## src/common/board_params.svh

```systemverilog
`ifndef BOARD_PARAMS_SVH
`define BOARD_PARAMS_SVH

// ========================================
// board widths
// ========================================
`define KEY_WIDTH       2      // push buttons
`define SW_WIDTH        4      // slide switches
`define LED_WIDTH       8      // user leds
`define MEM_ADDR_WIDTH  4      // 16 boot entries
`define INSTR_WIDTH     12     // addr[11:8] over data[7:0]

// ========================================
// host bus and register map
// ========================================
`define APB_ADDR_WIDTH  4
`define APB_DATA_WIDTH  32
`define REG_CTRL_OFF    4'h0   // mode and reset requests
`define REG_INSTR_OFF   4'h4   // boot memory write word
`define REG_STATUS_OFF  4'h8   // keys and switches, read only

// control register bits
`define CTRL_MODE_BIT   0
`define CTRL_COLD_BIT   1
`define CTRL_WARM_BIT   2
`define CTRL_DEBUG_BIT  3

// status word field positions
`define STATUS_KEY_LSB  0
`define STATUS_SW_LSB   4

// timing
`define DEBOUNCE_CYCLES 50000  // 1 ms at 50 MHz
`define COLD_PULSE      6
`define WARM_PULSE      2
`define DEBUG_PULSE     32

`endif

```

## src/common/board_pkg.sv

```systemverilog
`default_nettype none

`include "board_params.svh"

package board_pkg;

  // fabric side signal types
  typedef logic [`KEY_WIDTH-1:0]      key_t;       // buttons
  typedef logic [`SW_WIDTH-1:0]       sw_t;        // slide switches
  typedef logic [`LED_WIDTH-1:0]      led_t;       // led byte
  typedef logic [`MEM_ADDR_WIDTH-1:0] mem_addr_t;  // boot memory index
  typedef logic [7:0]                 mem_data_t;  // one boot entry

  // fabric operating mode
  // load lets the host fill the boot memory
  // run lets the switches read it onto the leds
  typedef enum logic [0:0] {
    MODE_LOAD = 1'b0,
    MODE_RUN  = 1'b1
  } mode_t;

endpackage : board_pkg

`default_nettype wire

```

## src/common/host_pkg.sv

```systemverilog
`default_nettype none

`include "board_params.svh"

package host_pkg;

  // apb side types
  typedef logic [`APB_ADDR_WIDTH-1:0] apb_addr_t;  // byte offset
  typedef logic [`APB_DATA_WIDTH-1:0] apb_data_t;  // one bus word

  // decoded register select
  typedef enum logic [1:0] {
    REG_CTRL   = 2'd0,  // mode + reset requests
    REG_INSTR  = 2'd1,  // boot memory instruction
    REG_STATUS = 2'd2,  // keys + switches
    REG_NONE   = 2'd3   // unmapped offset
  } reg_sel_t;

endpackage : host_pkg

`default_nettype wire

```

## src/verilog/key_debounce.sv

```systemverilog
`timescale 1ns/1ps
`default_nettype none

`include "board_params.svh"

module key_debounce #(
  parameter int timeout = `DEBOUNCE_CYCLES  // stable cycles, 2 or more
) (
  input  logic            fpga_clk_50,
  input  logic            reset,
  input  board_pkg::key_t key,           // raw buttons, low = pressed
  output board_pkg::key_t keys_pressed   // filtered, high = pressed
);
  import board_pkg::*;

  localparam int cnt_w = $clog2(timeout);

  key_t key_meta;
  key_t key_sync;
  key_t key_level;   // pressed polarity

  // ========================================
  // input synchronizer
  // ========================================
  always_ff @(posedge fpga_clk_50) begin
    if (reset) begin
      key_meta <= '1;        // idle buttons read high
      key_sync <= '1;
    end else begin
      key_meta <= key;
      key_sync <= key_meta;
    end
  end

  assign key_level = ~key_sync;

  // ========================================
  // per key stability counter
  // ========================================
  for (genvar i = 0; i < `KEY_WIDTH; i++) begin : g_key
    logic [cnt_w-1:0] cnt;        // cycles spent away from output
    logic             pressed_q;

    always_ff @(posedge fpga_clk_50) begin
      if (reset) begin
        cnt       <= '0;
        pressed_q <= 1'b0;
      end else if (key_level[i] == pressed_q) begin
        cnt       <= '0;          // agrees again, restart
      end else if (cnt == cnt_w'(timeout - 1)) begin
        cnt       <= '0;
        pressed_q <= key_level[i]; // held long enough, take it
      end else begin
        cnt       <= cnt + 1'b1;
      end
    end

    assign keys_pressed[i] = pressed_q;
  end

endmodule : key_debounce

`default_nettype wire

```

## src/reset_pulse/reset_pulse.sv

```systemverilog
`timescale 1ns/1ps
`default_nettype none

// rising edge on req -> low pulse of pulse_ext cycles
module reset_pulse #(
  parameter int pulse_ext = 6  // low time in clocks, 1 or more
) (
  input  logic fpga_clk_50,
  input  logic reset,
  input  logic req,      // level request from host reg
  output logic pulse_n   // low active stretched pulse
);

  localparam int cnt_w = $clog2(pulse_ext + 1);

  logic             req_q;   // previous req level
  logic             rise;
  logic             busy;
  logic [cnt_w-1:0] cnt;     // remaining low cycles

  // ========================================
  // edge detect
  // ========================================
  always_ff @(posedge fpga_clk_50) begin
    if (reset) req_q <= 1'b0;
    else       req_q <= req;
  end

  assign rise = req & ~req_q;  // falling edge gives nothing
  assign busy = (cnt != '0);

  // ========================================
  // stretch counter
  // ========================================
  always_ff @(posedge fpga_clk_50) begin
    if (reset) begin
      cnt <= '0;
    end else if (busy) begin
      cnt <= cnt - 1'b1;               // new edges ignored while busy
    end else if (rise) begin
      cnt <= cnt_w'(pulse_ext);        // start pulse next cycle
    end
  end

  // low for exactly pulse_ext cycles
  assign pulse_n = ~busy;

endmodule : reset_pulse

`default_nettype wire

```

## src/host_regs/host_regs.sv

```systemverilog
`timescale 1ns/1ps
`default_nettype none

`include "board_params.svh"

module host_regs (
  input  logic                 fpga_clk_50,
  input  logic                 reset,
  // apb slave, no wait states
  input  logic                 psel,
  input  logic                 penable,
  input  logic                 pwrite,
  input  host_pkg::apb_addr_t  paddr,
  input  host_pkg::apb_data_t  pwdata,
  output host_pkg::apb_data_t  prdata,
  output logic                 pready,
  output logic                 pslverr,
  // status sources
  input  board_pkg::key_t      keys_pressed,
  input  board_pkg::sw_t       sw_sync,
  // fabric controls
  output board_pkg::mode_t     mode,
  output logic                 mem_we,
  output board_pkg::mem_addr_t mem_waddr,
  output board_pkg::mem_data_t mem_wdata,
  output logic                 cold_req,
  output logic                 warm_req,
  output logic                 debug_req
);
  import board_pkg::*;
  import host_pkg::*;

  reg_sel_t                sel;
  logic                    access;       // apb access phase
  logic                    wr_en;
  logic [3:0]              ctrl_q;       // debug, warm, cold, mode
  logic [`INSTR_WIDTH-1:0] instr_q;
  apb_data_t               status_word;

  // ========================================
  // address decode
  // ========================================
  always_comb begin
    case (paddr)
      `REG_CTRL_OFF:   sel = REG_CTRL;
      `REG_INSTR_OFF:  sel = REG_INSTR;
      `REG_STATUS_OFF: sel = REG_STATUS;
      default:         sel = REG_NONE;  // slverr
    endcase
  end

  assign access  = psel & penable;
  assign wr_en   = access & pwrite & (sel != REG_NONE);
  assign pready  = access;                       // always ready
  assign pslverr = access & (sel == REG_NONE);

  // ========================================
  // writable registers
  // ========================================
  always_ff @(posedge fpga_clk_50) begin
    if (reset) begin
      ctrl_q  <= '0;   // load mode, no requests
      instr_q <= '0;
    end else if (wr_en) begin
      if (sel == REG_CTRL)  ctrl_q  <= pwdata[3:0];
      if (sel == REG_INSTR) instr_q <= pwdata[`INSTR_WIDTH-1:0];
      // status is read only, writes drop
    end
  end

  assign mode      = mode_t'(ctrl_q[`CTRL_MODE_BIT]);
  assign cold_req  = ctrl_q[`CTRL_COLD_BIT];
  assign warm_req  = ctrl_q[`CTRL_WARM_BIT];
  assign debug_req = ctrl_q[`CTRL_DEBUG_BIT];

  // memory write straight off the bus in the access cycle
  // only honoured in load mode
  assign mem_we    = wr_en & (sel == REG_INSTR) & (mode == MODE_LOAD);
  assign mem_waddr = pwdata[$bits(mem_data_t) +: `MEM_ADDR_WIDTH];  // bits 11:8
  assign mem_wdata = pwdata[0 +: $bits(mem_data_t)];                // bits 7:0

  // ========================================
  // readback
  // ========================================
  always_comb begin
    status_word = '0;
    status_word[`STATUS_KEY_LSB +: `KEY_WIDTH] = keys_pressed;
    status_word[`STATUS_SW_LSB +: `SW_WIDTH]   = sw_sync;
  end

  always_comb begin
    case (sel)
      REG_CTRL:   prdata = apb_data_t'(ctrl_q);
      REG_INSTR:  prdata = apb_data_t'(instr_q);
      REG_STATUS: prdata = status_word;
      default:    prdata = '0;  // unmapped reads zero
    endcase
  end

endmodule : host_regs

`default_nettype wire

```

## src/boot_memory/boot_memory.sv

```systemverilog
`timescale 1ns/1ps
`default_nettype none

`include "board_params.svh"

module boot_memory (
  input  logic                 fpga_clk_50,
  input  logic                 reset,
  input  board_pkg::mode_t     mode,
  input  board_pkg::sw_t       sw,          // raw slide switches
  // write port from host regs
  input  logic                 mem_we,
  input  board_pkg::mem_addr_t mem_waddr,
  input  board_pkg::mem_data_t mem_wdata,
  output board_pkg::sw_t       sw_sync,     // also read back by host
  output board_pkg::led_t      led
);
  import board_pkg::*;

  localparam int depth = 1 << `MEM_ADDR_WIDTH;

  mem_data_t mem [depth];   // 16 x 8 boot store
  sw_t       sw_meta;
  mem_addr_t rd_addr;       // stage 1
  mem_data_t rd_data;       // stage 2

  // ========================================
  // switch synchronizer
  // ========================================
  always_ff @(posedge fpga_clk_50) begin
    if (reset) begin
      sw_meta <= '0;
      sw_sync <= '0;
    end else begin
      sw_meta <= sw;
      sw_sync <= sw_meta;
    end
  end

  // ========================================
  // array, write port and read pipe
  // ========================================
  always_ff @(posedge fpga_clk_50) begin
    if (mem_we) begin
      mem[mem_waddr] <= mem_wdata;  // host load
    end
    rd_addr <= mem_addr_t'(sw_sync); // address select, switches index entry
    rd_data <= mem[rd_addr];         // registered array read
  end

  // stage 3 led register
  // load mode freezes the display
  always_ff @(posedge fpga_clk_50) begin
    if (reset) begin
      led <= '0;
    end else if (mode == MODE_RUN) begin
      led <= led_t'(rd_data);
    end
  end

endmodule : boot_memory

`default_nettype wire

```

## src/verilog/ghrd_core.sv

```systemverilog
`timescale 1ns/1ps
`default_nettype none

`include "board_params.svh"

module ghrd_core #(
  parameter int debounce_cycles = `DEBOUNCE_CYCLES  // key stable time
) (
  input  logic                fpga_clk_50,
  input  logic                reset,
  // apb slave port from the hps bridge
  input  logic                psel,
  input  logic                penable,
  input  logic                pwrite,
  input  host_pkg::apb_addr_t paddr,
  input  host_pkg::apb_data_t pwdata,
  output host_pkg::apb_data_t prdata,
  output logic                pready,
  output logic                pslverr,
  // board pins
  input  board_pkg::key_t     key,
  input  board_pkg::sw_t      sw,
  output board_pkg::led_t     led,
  // reset requests to the hps, low active
  output logic                hps_cold_reset_req_n,
  output logic                hps_warm_reset_req_n,
  output logic                hps_debug_reset_req_n
);
  import board_pkg::*;

  // ========================================
  // internal wires
  // ========================================
  key_t      keys_pressed;  // debounced, high = pressed
  sw_t       sw_sync;       // switches after sync
  mode_t     mode;
  logic      mem_we;
  mem_addr_t mem_waddr;
  mem_data_t mem_wdata;
  logic      cold_req;
  logic      warm_req;
  logic      debug_req;

  // ========================================
  // host register block
  // ========================================
  host_regs i_host_regs (
    .fpga_clk_50 (fpga_clk_50),  .reset     (reset),
    .psel        (psel),         .penable   (penable),
    .pwrite      (pwrite),       .paddr     (paddr),
    .pwdata      (pwdata),       .prdata    (prdata),
    .pready      (pready),       .pslverr   (pslverr),
    .keys_pressed(keys_pressed), .sw_sync   (sw_sync),
    .mode        (mode),         .mem_we    (mem_we),
    .mem_waddr   (mem_waddr),    .mem_wdata (mem_wdata),
    .cold_req    (cold_req),     .warm_req  (warm_req),
    .debug_req   (debug_req)
  );

  // 1 ms glitch filter at 50 MHz by default
  key_debounce #(.timeout(debounce_cycles)) i_key_debounce (
    .fpga_clk_50 (fpga_clk_50), .reset(reset),
    .key         (key),         .keys_pressed(keys_pressed)
  );

  boot_memory i_boot_memory (
    .fpga_clk_50 (fpga_clk_50), .reset    (reset),
    .mode        (mode),        .sw       (sw),
    .mem_we      (mem_we),      .mem_waddr(mem_waddr),
    .mem_wdata   (mem_wdata),   .sw_sync  (sw_sync),
    .led         (led)
  );

  // one stretcher per hps reset request
  reset_pulse #(.pulse_ext(`COLD_PULSE)) i_pulse_cold (
    .fpga_clk_50(fpga_clk_50), .reset(reset), .req(cold_req), .pulse_n(hps_cold_reset_req_n)
  );
  reset_pulse #(.pulse_ext(`WARM_PULSE)) i_pulse_warm (
    .fpga_clk_50(fpga_clk_50), .reset(reset), .req(warm_req), .pulse_n(hps_warm_reset_req_n)
  );
  reset_pulse #(.pulse_ext(`DEBUG_PULSE)) i_pulse_debug (
    .fpga_clk_50(fpga_clk_50), .reset(reset), .req(debug_req), .pulse_n(hps_debug_reset_req_n)
  );

endmodule : ghrd_core

`default_nettype wire

```

## config.mk

```make
export PLATFORM = sky130hd
export DESIGN_NAME = ghrd_core
export DESIGN_NICKNAME = d
export VERILOG_FILES = /design/src/common/board_pkg.sv /design/src/common/host_pkg.sv /design/src/verilog/key_debounce.sv /design/src/reset_pulse/reset_pulse.sv /design/src/host_regs/host_regs.sv /design/src/boot_memory/boot_memory.sv /design/src/verilog/ghrd_core.sv
export VERILOG_INCLUDE_DIRS = /design/src /design/src/common
export SDC_FILE = /design/constraint.sdc
export NUM_CORES = 1
export LEC_CHECK = 0
export BUFFER_PORTS_ARGS = -buffer_cell sky130_fd_sc_hd__buf_2
export CORE_MARGIN = 2
export CORE_UTILIZATION = 30
export CTS_CLUSTER_DIAMETER = 120
export DETAILED_ROUTE_END_ITERATION = 8
export GPL_TIMING_DRIVEN = 0
export SYNTH_ARGS = -nofsm -noshare
export SYNTH_HDL_FRONTEND = slang
export SYNTH_SLANG_ARGS = --single-unit
export TNS_END_PERCENT = 100
```

## constraint.sdc

```tcl
create_clock -name fpga_clk_50 -period 4.45 [get_ports fpga_clk_50]
set_input_delay 0.89 -clock fpga_clk_50 [delete_from_list [all_inputs] [get_ports fpga_clk_50]]
set_output_delay 0.89 -clock fpga_clk_50 [all_outputs]
set_load 0.01 [all_outputs]
```

# Yosys cells after proc, flatten, opt, wreduce, memory -nomap -nowiden
# Memory sizes are Yosys's and may differ from the RTL's. A register that Yosys moved wholly into a read port is not among the register bits.
# Cells that the tools add are included.
dict set report op_classes {
  n_addsub 5
  eq_ne 10
  muxes 10
  bitwise 19
  n_reduce_logical 14
}
# cell count
set op_table {}
lappend op_table {{$pmux W12 S3} 1}
lappend op_table {{$add A16 B1 Y16 const B} 2}
lappend op_table {{$eq A16 B16 Y1 const B} 2}
lappend op_table {{$mux W6} 2}
lappend op_table {{$and A1 B1 Y1} 9}
lappend op_table {{$not A1 Y1} 9}
lappend op_table {{$reduce_and A2 Y1} 4}
lappend op_table {{$reduce_bool A2 Y1} 4}
lappend op_table {{$mux W3} 2}
lappend op_table {{$pmux W2 S3} 1}
lappend op_table {{$reduce_bool A6 Y1} 1}
lappend op_table {{$reduce_or A3 Y1} 2}
lappend op_table {{$sub A6 B1 Y6 const B} 1}
lappend op_table {{$eq A2 B2 Y1 const B} 2}
lappend op_table {{$eq A4 B3 Y1 const B} 1}
lappend op_table {{$eq A4 B4 Y1 const B} 1}
lappend op_table {{$logic_not A4 Y1} 1}
lappend op_table {{$mux W2} 2}
lappend op_table {{$reduce_bool A3 Y1} 1}
lappend op_table {{$sub A3 B1 Y3 const B} 1}
lappend op_table {{$eq A1 B1 Y1} 2}
lappend op_table {{$eq A2 B1 Y1 const B} 1}
lappend op_table {{$logic_not A2 Y1} 1}
lappend op_table {{$mux W1} 2}
lappend op_table {{other kinds (3)} 3}
dict set report totals {
  regBits 88
  mem_bits_rw 128
  in_bits 47
  out_inout_bits 45
  mem_count 1
}
# memory depth word_bits read_ports rd_clocked_by_memory_dff wr line_no
set memory_table {}
lappend memory_table {i_boot_memory.mem 16 8 1 1 1 boot_memory.sv:22} ;# mem_data_t mem [depth];

# Depth between registers and ports, before layout
# Gate-level depths: netlist of the first run.
dict set report depth {
  word_depth 8
  depth_mapped 7
  ltp_nobuf 6
}

# Hierarchy
# A second synthesis of the first run with hierarchy kept.
dict set report hier_totals {
  cells_unflattened 663
  area_unflattened_um2 9320.2
}
# mod n_inst cells_each area_per_inst_um2
set modules_own_cells {}
lappend modules_own_cells {boot_memory 1 275 5715.5}
lappend modules_own_cells {key_debounce 1 183 1680.4}
lappend modules_own_cells {host_regs 1 133 1184.9}
lappend modules_own_cells {{reset_pulse (i_pulse_debug)} 1 36 365.4}
lappend modules_own_cells {{reset_pulse (i_pulse_cold)} 1 20 215.2}
lappend modules_own_cells {{reset_pulse (i_pulse_warm)} 1 16 158.9}

# Worst setup path after synthesis of the first run
# No wires, ideal clock.
dict set report synth_path {
  path_type {input-to-reg}
  from {input paddr[2]}
  to {memory i_boot_memory.mem[12][0] (netlist name) (enable)}
  setup_ns 0.370
  t_arrival_ns 2.584
  required_ns 4.080
  slack_ns 1.496
  stages 6
  n_path_buf 2
  path_cell_list {buf_4 -> nor2b_1 -> buf_4 -> nor4b_4 -> or4b_1 -> nor2_1}
}
dict set report synth_via {
  elab_chain_len 8
  elab_cells_between_ends 11
}
# element line_no
set synth_lines {}
lappend synth_lines {{start, declared} ghrd_core.sv:15} ;# input host_pkg::apb_addr_t paddr,
lappend synth_lines {{$eq A4 B4 Y1 (tied with other cells)} host_regs.sv:44} ;# case (paddr)
lappend synth_lines {{$pmux W2 S3 *} host_regs.sv:44}
lappend synth_lines {{$ne A2 B2 Y1} host_regs.sv:53} ;# assign wr_en = access & pwrite & (sel != REG_NONE);
lappend synth_lines {{$and A1 B1 Y1} host_regs.sv:53}
lappend synth_lines {{$and A1 B1 Y1 * (2 in series)} host_regs.sv:78} ;# assign mem_we = wr_en & (sel == REG_INSTR) & (mode == MODE_LOAD);
lappend synth_lines {{$mux W1 *} boot_memory.sv:44} ;# if (mem_we) begin
lappend synth_lines {{$mux W1 (not written as such) *} boot_memory.sv:45} ;# mem[mem_waddr] <= mem_wdata;
lappend synth_lines {{end, declared} boot_memory.sv:22}
# Every way passes the cells marked *; elsewhere a longest branch is shown, timed or not.

# Worst setup path in the final report of the first run
dict set report layout_path {
  from {input paddr[2]}
  to {memory i_boot_memory.mem[3][6] (netlist name) (enable)}
}
# Same word-level chain as after synthesis.

==> results of run 1 <==
## registers in the layout, indices dropped and copies added (netlist names), 3 cells and up
name	flops
i_boot_memory.led	8
i_boot_memory.mem	128
i_boot_memory.rd_addr	4
i_boot_memory.rd_data	8
i_boot_memory.sw_meta	4
i_boot_memory.sw_sync	4
i_host_regs.ctrl_q	4
i_host_regs.instr_q	12
i_key_debounce.g_key.cnt	32
i_pulse_cold.cnt	3
i_pulse_debug.cnt	6
## worst paths after layout
path                                                                   end  slack [ns]
worst min-delay path                      i_boot_memory.rd_addr[1]$_DFF_P_        0.37
worst max register to register  i_key_debounce.g_key[0].cnt[13]$_SDFF_PP0_        2.15
worst max-delay path                     i_boot_memory.mem[3][6]$_DFFE_PP_        1.44
worst min register to register            i_boot_memory.rd_addr[1]$_DFF_P_        0.37
## worst max-delay path: cells and delay by family
family	cells	cell delay, ns
simple gates	4	1.90
buf+inv	2	0.33
## placed cells by master (no fill, tap or decap), types with 5 or more instances in the layout
cell type  count
dfxtp_1       96
nor4_1        10
nor2b_1       15
ha_1           8
or2_2          6
conb_1        20
a21oi_1        6
clkbuf_16     25
nand2_1       17
mux2i_1       30
buf_1          5
a211oi_1       5
buf_4         23
nand2b_1       6
and3_1         5
nor2_1        93
xnor2_1       30
clkbuf_1      15
nand3_1       11
inv_1         19
nor3_1        17
edfxtp_1     128
mux4_2        32
nand4_1        8
buf_2         54
a22oi_1       20
## layout make-up
type	count	area, um2	area share
flip-flops and latches	224	5770	0.552
multi-input cells	368	2800	0.268
clock buffers	31	668	0.0639
well taps	384	480	0.0460
plain buffers	45	263	0.0251
repair buffers	50	253	0.0242
clock inverters	13	150	0.0144
inverters	19	71.3	0.00682
diodes	1	2.50	0.000239
## kinds of logic (layout without fill, tap and decap cells)
family	count (synthesis)	count (layout)
buffers and inverters	64	158
AND/OR/NAND/NOR	207	207
flip-flops	224	224
AO/OA/AOI/OAI	37	37
other	1	21
adder cells (fa/ha/maj)	8	8
multiplexers	62	62
XOR/XNOR	34	34
## power breakdown
group | total, mW | leakage [nW] | switching, mW | internal, mW
sequential | 2.28 | 1.93 | 0.0355 | 2.24
combinational | 0.392 | 1.20 | 0.221 | 0.171
clock | 2.03 | 0.392 | 0.795 | 1.24
## per-stage QoR
step	setup slack [ns]	instances
after global placement	0.778	1089
after floorplan	1.50	656
after CTS	1.26	1133
final	1.44	1135
after global routing	1.26	1134
after detailed placement	0.750	1089
## routing by layer
layer,vias up,share of wire,track usage
li1,2477,-,-
met1,2525,0.46,0.165
met2,97,0.48,0.199
met3,22,0.048,0.0225
met4,0,0.014,0.0234
met5,-,0,0
==> impl_metrics.yaml, run 1 <==
run_status:
  outcome: "completed"
timing:
  setup_viol: 0
  clock_skew_ns: 0.00641
  slew_headroom: 0.190
  timing.setup.tns_ns: 0
  rsz0062_at_grt: "false"
  period_minus_slack_ns: 3.01
  hold_viol: 0
  drv_slew: 0
  holdWs_ns: 0.366
  final.period_utilization: 0.677
  max_freq_ghz: 0.332
  tightest_slew_ns: 1.21
yosys:
  synthSimpleGateAreaFrac: 0.118
  ys_types: 42
  synth-edff-count: 128
  synth-xor-area-share: 0.0338
  synthTopCellsByArea: "edfxtp_1 44%, dfxtp_1 22%, mux4_2 8.2%, nor2_1 4.0%, mux2i_1 3.4%"
  synth_adder_area_share: 0.0113
  yosys_warnings: 0
  synth_compound_area_frac: 0.0294
  synth_top_cells_by_count: "128 x edfxtp_1, 96 x dfxtp_1, 93 x nor2_1"
  avgSynthCellArea_um2: 13.8
  synth.most_common_cell: "edfxtp_1"
  synth_mux_area_frac: 0.116
  synth_top_family_by_area: "simple AND/OR/NAND/NOR gates"
  synthDominantCellAreaShare: 0.436
  synthCells: 637
  ys_ff_latch: 224
  synth_area_leader_cell: "edfxtp_1"
  netlist_area_um2: 8820
  yosysSeqAreaShare: 0.654
  async_flop_share: 0
  ys.flop_type: "edfxtp_1"
detailed_routing:
  ant_nets: 0
  wl_per_cell_um: 16.3
  drt_iter0_markers: 328
  drcViolationCount: 0
  drt_wl_total_mm: 18.5
  drt-pass1-iter-count: 4
  vias: 5121
  viasPerCell: 4.51
clock_tree:
  ctsHoldBuffers: 0
  post_cts_buffers: 0
  cts_buffers: 24
  cts.repair.resized: 0
  clk_pin_slew_ns: 0.06
  clockRootBuffer: "clkbuf_16"
  h-tree-depth: 1
  insertion_delay_ns: 0.50
  clockBufferDepth: 3
  cts_tree: "yes"
  clock_sinks: 224
floorplanning:
  die_y_um: 175
  start_util: 0.306
  rows: 62
  io_pins: 92
  die_x_um: 175
  core_area_um2: 28900
  die_area_um2: 30800
global_routing:
  grt_max_degree: 19
  grt_pass1_vias: 4937
  grt-ovfl-total: 0
  grt_pass1_wl_mm: 28.7
  antenna_found_initial: 1
  track_usage: 0.120
layout:
  layout-drive-gt1-share: 0.213
  finish.utilization: 0.362
  fillers: 2785
  fin_area_um2: 10500
  areaGrowthSynthToFinish_pct: 18.5
  fin_nets: 787
pwr:
  powerDensity_nw_per_um2: 450
  design_power_total_mw: 4.70
  irDropWorstVdd_mv: 0.228
  p_leak_nw: 3.52
worst_hold_path:
  hold_depth: 0
  hp-start: "i_boot_memory.sw_sync[1]$_SDFF_PP0_"
  hold_class: "register to register"
placed_design:
  port_buffers: 49
  hpwl_mm: 12.6
  gp_congestion: 0.763
  placed_area_um2: 9620
worst_setup_path:
  critPathArrivalTime_ns: 3.13
  critPathMaxStageDelay_ns: 1.00
  slowest_stage: "nor3_1"
  critPathMostFrequentCell: "buf_4"
  crit_type: "input port to register"
  r2r_cells: 6
  worstSetupStartpoint: "paddr[2]"
  crit_required_ns: 4.57
  cp-start-kind: "input port"
  cp_max_fo: 9
  crit_chain: "buf_4 > nor2b_1 > buf_4 > nor4b_4 > nand4b_1 > nor3_1"
  regToRegStartpoint: "i_key_debounce.g_key[0].cnt[0]$_SDFF_PP0_"
  crit_path_end_kind: "register"
job:
  maxCapViolations: 0
No activity file was read; power rests on OpenSTA's default activity.
==> run 2: changes to the inputs <==
Clock period 4.45 ns to 2.4 ns, I/O delays scaled along.
==> impl_metrics.yaml, run 2 (synthesis gave the netlist of run 1 again) <==
worst_setup_path:
  cp-start-kind: "input port"
  critPathArrivalTime_ns: 2.43
  cp_max_fo: 9
  crit_required_ns: 2.53
  crit_path_end_kind: "register"
  crit_type: "input port to register"
detailed_routing:
  drt_iter0_markers: 317
  vias: 5104
  drcViolationCount: 0
  ant_nets: 0
  wl_per_cell_um: 16.1
  drt-pass1-iter-count: 4
  viasPerCell: 4.49
  drt_wl_total_mm: 18.3
timing:
  max_freq_ghz: 0.435
  period_minus_slack_ns: 2.30
  fin_ws_ns: 0.0991
  tightest_slew_ns: 0.796
  holdWs_ns: 0.161
  final.period_utilization: 0.959
  clock_skew_ns: 0.00853
  drv_slew: 0
  setup_viol: 0
  slew_headroom: 0.468
  rsz0062_at_grt: "true"
  hold_viol: 0
floorplanning:
  die_x_um: 175
  rows: 62
  start_util: 0.306
  core_area_um2: 28900
  die_y_um: 175
  io_pins: 92
  die_area_um2: 30800
layout:
  top_regs: "i_boot_memory.mem: 128 flops, i_key_debounce.g_key.cnt: 32 flops, i_host_regs.instr_q: 12 flops"
  top_register: "i_boot_memory.mem"
  final_common_cell: "edfxtp_1"
  areaGrowthSynthToFinish_pct: 19.6
  mostFrequentLayoutCells: "128 x edfxtp_1, 96 x dfxtp_1, 83 x nor2_1"
  fin_nets: 789
  largest_reg_flops: 128
  layout-drive-gt1-share: 0.234
  n_antenna_cell: 0
clock_tree:
  insertion_delay_ns: 0.51
  cts_buffers: 24
  ctsHoldBuffers: 0
  clockRootBuffer: "clkbuf_16"
  clk_pin_slew_ns: 0.06
  clockBufferDepth: 3
  cts_tree: "yes"
  h-tree-depth: 1
  clock_sinks: 224
global_routing:
  antenna_found_initial: 0
  grt-ovfl-total: 0
  track_usage: 0.120
  grt_pass1_wl_mm: 28.5
  grt_pass1_vias: 4999
  grt_max_degree: 19
placed_design:
  hpwl_mm: 12.6
  port_buffers: 49
  gp_congestion: 0.789
  pre_cts_ws_ns: -0.812
worst_hold_path:
  hold_class: "input port to register"
job:
  maxCapViolations: 0
pwr:
  powerDensity_nw_per_um2: 834
  p_leak_nw: 3.56
  irDropWorstVdd_mv: 0.405
  design_power_total_mw: 8.79
run_status:
  outcome: "completed"
-- run 2: worst max-delay path, stage by stage --
cell       delay, ns
buf_2           0.13
nor2b_1         0.11
buf_4           0.18
nor4b_4         0.43
nand4bb_1       0.37
nor2_1          0.72
-- run 2: worst paths after layout --
kind                                        startpoint                                    endpoint  slack [ns]  cells after the start
max                                           paddr[3]           i_boot_memory.mem[5][3]$_DFFE_PP_         0.1                      6
min                                             key[1]       i_key_debounce.key_meta[1]$_SDFF_PP1_        0.16                      2
max reg2reg  i_key_debounce.g_key[0].cnt[0]$_SDFF_PP0_  i_key_debounce.g_key[0].cnt[10]$_SDFF_PP0_        0.24                      6
min reg2reg        i_boot_memory.sw_sync[1]$_SDFF_PP0_            i_boot_memory.rd_addr[1]$_DFF_P_        0.36                      0
-- run 2: layout make-up --
class / instances / area (um2)
Tap cell: 384 / 480
Clock inverter: 10 / 131
Fill cell: 2785 / 18300
Clock buffer: 34 / 689
Multi-Input combinational cell: 368 / 2870
Sequential cell: 224 / 5770
Timing Repair Buffer: 52 / 268
Inverter: 19 / 71.3
Buffer: 45 / 274
-- run 2: metal layers --
metal / vias up / GRT usage / wire, um
met5: - / 0 / 0
met4: 0 / 0.0255 / 242
met3: 23 / 0.0210 / 906
met2: 117 / 0.201 / 8880
met1: 2483 / 0.163 / 8290
li1: 2481 / - / -
-- run 2: timing repair --
| item | in CTS | in global routing |
|---|---|---|
| gates cloned | 0 | 0 |
| hold endpoints to repair | 0 | 0 |
| endpoints found under the setup margin | 18 | 106 |
| pin swaps | 0 | 2 |
| buffers inserted | 0 | 3 |
| resized for setup | 4 | 11 |
-- run 2: where the power goes --
part           internal, mW  switching, mW  leakage, nW  total (mW)
registers              4.16         0.0678         1.93        4.22
clock network          2.33           1.45        0.400        3.77
logic                 0.370          0.424         1.23       0.794
total                  6.85           1.94         3.56        8.79
-- run 2: per-stage QoR --
stage / util / instance area (um2) / instances / TNS, ns
floorplan: - / 8920 / 656 / -0.159
detailed placement: 0.334 / 9650 / 1089 / -54.72
global placement: 0.334 / 9650 / 1089 / -50.70
finish: 0.366 / 10500 / 1136 / 0
CTS: 0.363 / 10500 / 1133 / 0
global route: 0.366 / 10500 / 1136 / -1.34
==> run 3: changes to the inputs <==
Settings changed: CTS_CLUSTER_SIZE set to 16.
Clock period 2.4 ns to 2.6 ns, I/O delays scaled along.
==> impl_metrics.yaml, run 3 (synthesis gave the netlist of run 1 again) <==
layout:
  fin_nets: 779
  mostFrequentLayoutCells: "128 x edfxtp_1, 96 x dfxtp_1, 90 x nor2_1"
  top_register: "i_boot_memory.mem"
  layout-drive-gt1-share: 0.196
  areaGrowthSynthToFinish_pct: 14.9
  final_common_cell: "edfxtp_1"
  top_regs: "i_boot_memory.mem: 128 flops, i_key_debounce.g_key.cnt: 32 flops, i_host_regs.instr_q: 12 flops"
  finish.utilization: 0.351
  largest_reg_flops: 128
  fillers: 2802
placed_design:
  port_buffers: 49
  gp_congestion: 0.763
  hpwl_mm: 12.6
detailed_routing:
  viasPerCell: 4.53
  ant_nets: 0
  routed-wl-met2_mm: 8.84
  drt_iter0_markers: 339
  vias: 5072
  drt_wl_total_mm: 18.3
  met3_wirelength_um: 725
  wl_per_cell_um: 16.4
  topRoutingLayerUsed: "met4"
  drt-pass1-iter-count: 5
  wl_met1_mm: 8.52
  drcViolationCount: 0
floorplanning:
  rows: 62
  core_area_um2: 28900
  die_area_um2: 30800
  die_x_um: 175
  die_y_um: 175
  io_pins: 92
  start_util: 0.306
clock_tree:
  ctsHoldBuffers: 0
  insertion_delay_ns: 0.49
  h-tree-depth: 1
  cts_tree: "yes"
  clk_pin_slew_ns: 0.07
  cts_buffers: 17
  clock_sinks: 224
  clockRootBuffer: "clkbuf_16"
  post_cts_buffers: 0
  clockBufferDepth: 3
worst_setup_path:
  critPathMaxStageDelay_ns: 0.66
  crit_chain: "buf_4 > nor2b_1 > buf_4 > nor4b_4 > or4b_1 > nor2_2"
  path_delay_family: "simple AND/OR/NAND/NOR gates"
  crit_required_ns: 2.71
  critPathMostFrequentCell: "buf_4"
  crit_type: "input port to register"
  slowest_stage: "or4b_1"
  crit_path_end_kind: "register"
  cp-start-kind: "input port"
  critPathArrivalTime_ns: 2.58
  cp_max_fo: 9
  critPathBufInv: 2
timing:
  clock_skew_ns: 0.0199
  holdWs_ns: 0.227
  max_freq_ghz: 0.405
  final.period_utilization: 0.949
  timing.setup.tns_ns: 0
  rsz0062_at_grt: "true"
  tightest_slew_ns: 0.879
  slew_headroom: 0.412
  hold_viol: 0
  setup_viol: 0
  period_minus_slack_ns: 2.47
  drv_slew: 0
job:
  maxCapViolations: 0
pwr:
  design_power_total_mw: 6.98
  clock_power_share: 0.344
  irDropWorstVdd_mv: 0.304
  p_leak_nw: 3.36
  combPwrFrac: 0.099
  internal-power_mw: 5.37
  power.switching_mw: 1.61
  powerDensity_nw_per_um2: 689
  switching_share: 0.231
  power_frac_seq: 0.558
worst_hold_path:
  hold_class: "input port to register"
global_routing:
  grt-ovfl-total: 0
  grt_max_degree: 19
  grt_pass1_vias: 4834
  grt_pass1_wl_mm: 28.4
  track_usage: 0.119
  antenna_found_initial: 1
run_status:
  outcome: "completed"
-- run 3: changes by cell type in the layout (fill, tap and decap cells not counted), moves of 3 or more --
| cell | change |
|---|---|
| bufinv_16 | -3 |
| clkinv_2 | -4 |
| nor2_2 | -7 |
| clkbuf_16 | -8 |
| clkbuf_8 | -3 |
| nor2_1 | +7 |
| clkbuf_1 | +5 |
-- run 3: metal layers --
layer  up-vias  global-route usage
li1       2452                   -
met1      2495               0.165
met2       105               0.198
met3        20              0.0186
met4         0              0.0231
met5         -                   0
-- run 3: final cells by class --
cell class	instances	area, um2	area share
flip-flops and latches	224	5770	0.569
multi-input cells	368	2830	0.279
well taps	384	480	0.0474
clock buffers	28	467	0.0461
plain buffers	45	264	0.0261
repair buffers	49	245	0.0242
inverters	19	71.3	0.00704
clock inverters	1	8.76	0.000864
diodes	1	2.50	0.000247
-- run 3: timing repair --
action | 4_1_cts | 5_1_grt
setup endpoints to repair | 49 | 41
resized for setup | 3 | 6
gates cloned | 0 | 0
-- run 3: worst register-to-register path: cells and delay by family, from the launching register on --
| family | cells | cell delay [ns] |
|---|---|---|
| simple gates | 3 | 0.93 |
| buf+inv | 1 | 0.38 |
| flops | 1 | 0.37 |
| compound gates | 1 | 0.31 |
| fa+ha+maj | 1 | 0.20 |
-- run 3: metrics by stage --
step	instances	worst slack, ns	instance area, um2
global placement	1089	-0.702	9620
global route	1118	-0.00601	10100
finish	1119	0.131	10100
floorplan	656	0.0161	8890
CTS	1118	-0.0575	10100
detailed placement	1089	-0.730	9620
-- run 3: path summary, 6_finish.rpt --
path	cells past startpoint	slack (ns)	to	start
worst min register to register	0	0.36	i_boot_memory.rd_addr[3]$_DFF_P_	i_boot_memory.sw_sync[3]$_SDFF_PP0_
worst max register to register	6	0.29	i_key_debounce.g_key[0].cnt[11]$_SDFF_PP0_	i_key_debounce.g_key[0].cnt[0]$_SDFF_PP0_
worst max-delay path	6	0.13	i_boot_memory.mem[4][4]$_DFFE_PP_	paddr[2]
worst min-delay path	2	0.23	i_key_debounce.key_meta[0]$_SDFF_PP1_	key[0]
-- run 3: power groups by stage --
| stage | Sequential (mW) | Clock, mW | Combinational, mW |
|---|---|---|---|
| 2_1_floorplan | 3.96 | 0 | 0.480 |
| 3_3_place_gp | 3.97 | 0 | 0.665 |
| 3_5_place_dp | 3.97 | 0 | 0.672 |
| 4_1_cts | 3.89 | 2.47 | 0.676 |
| 5_1_grt | 3.91 | 2.59 | 0.775 |
| 6_report | 3.90 | 2.40 | 0.688 |
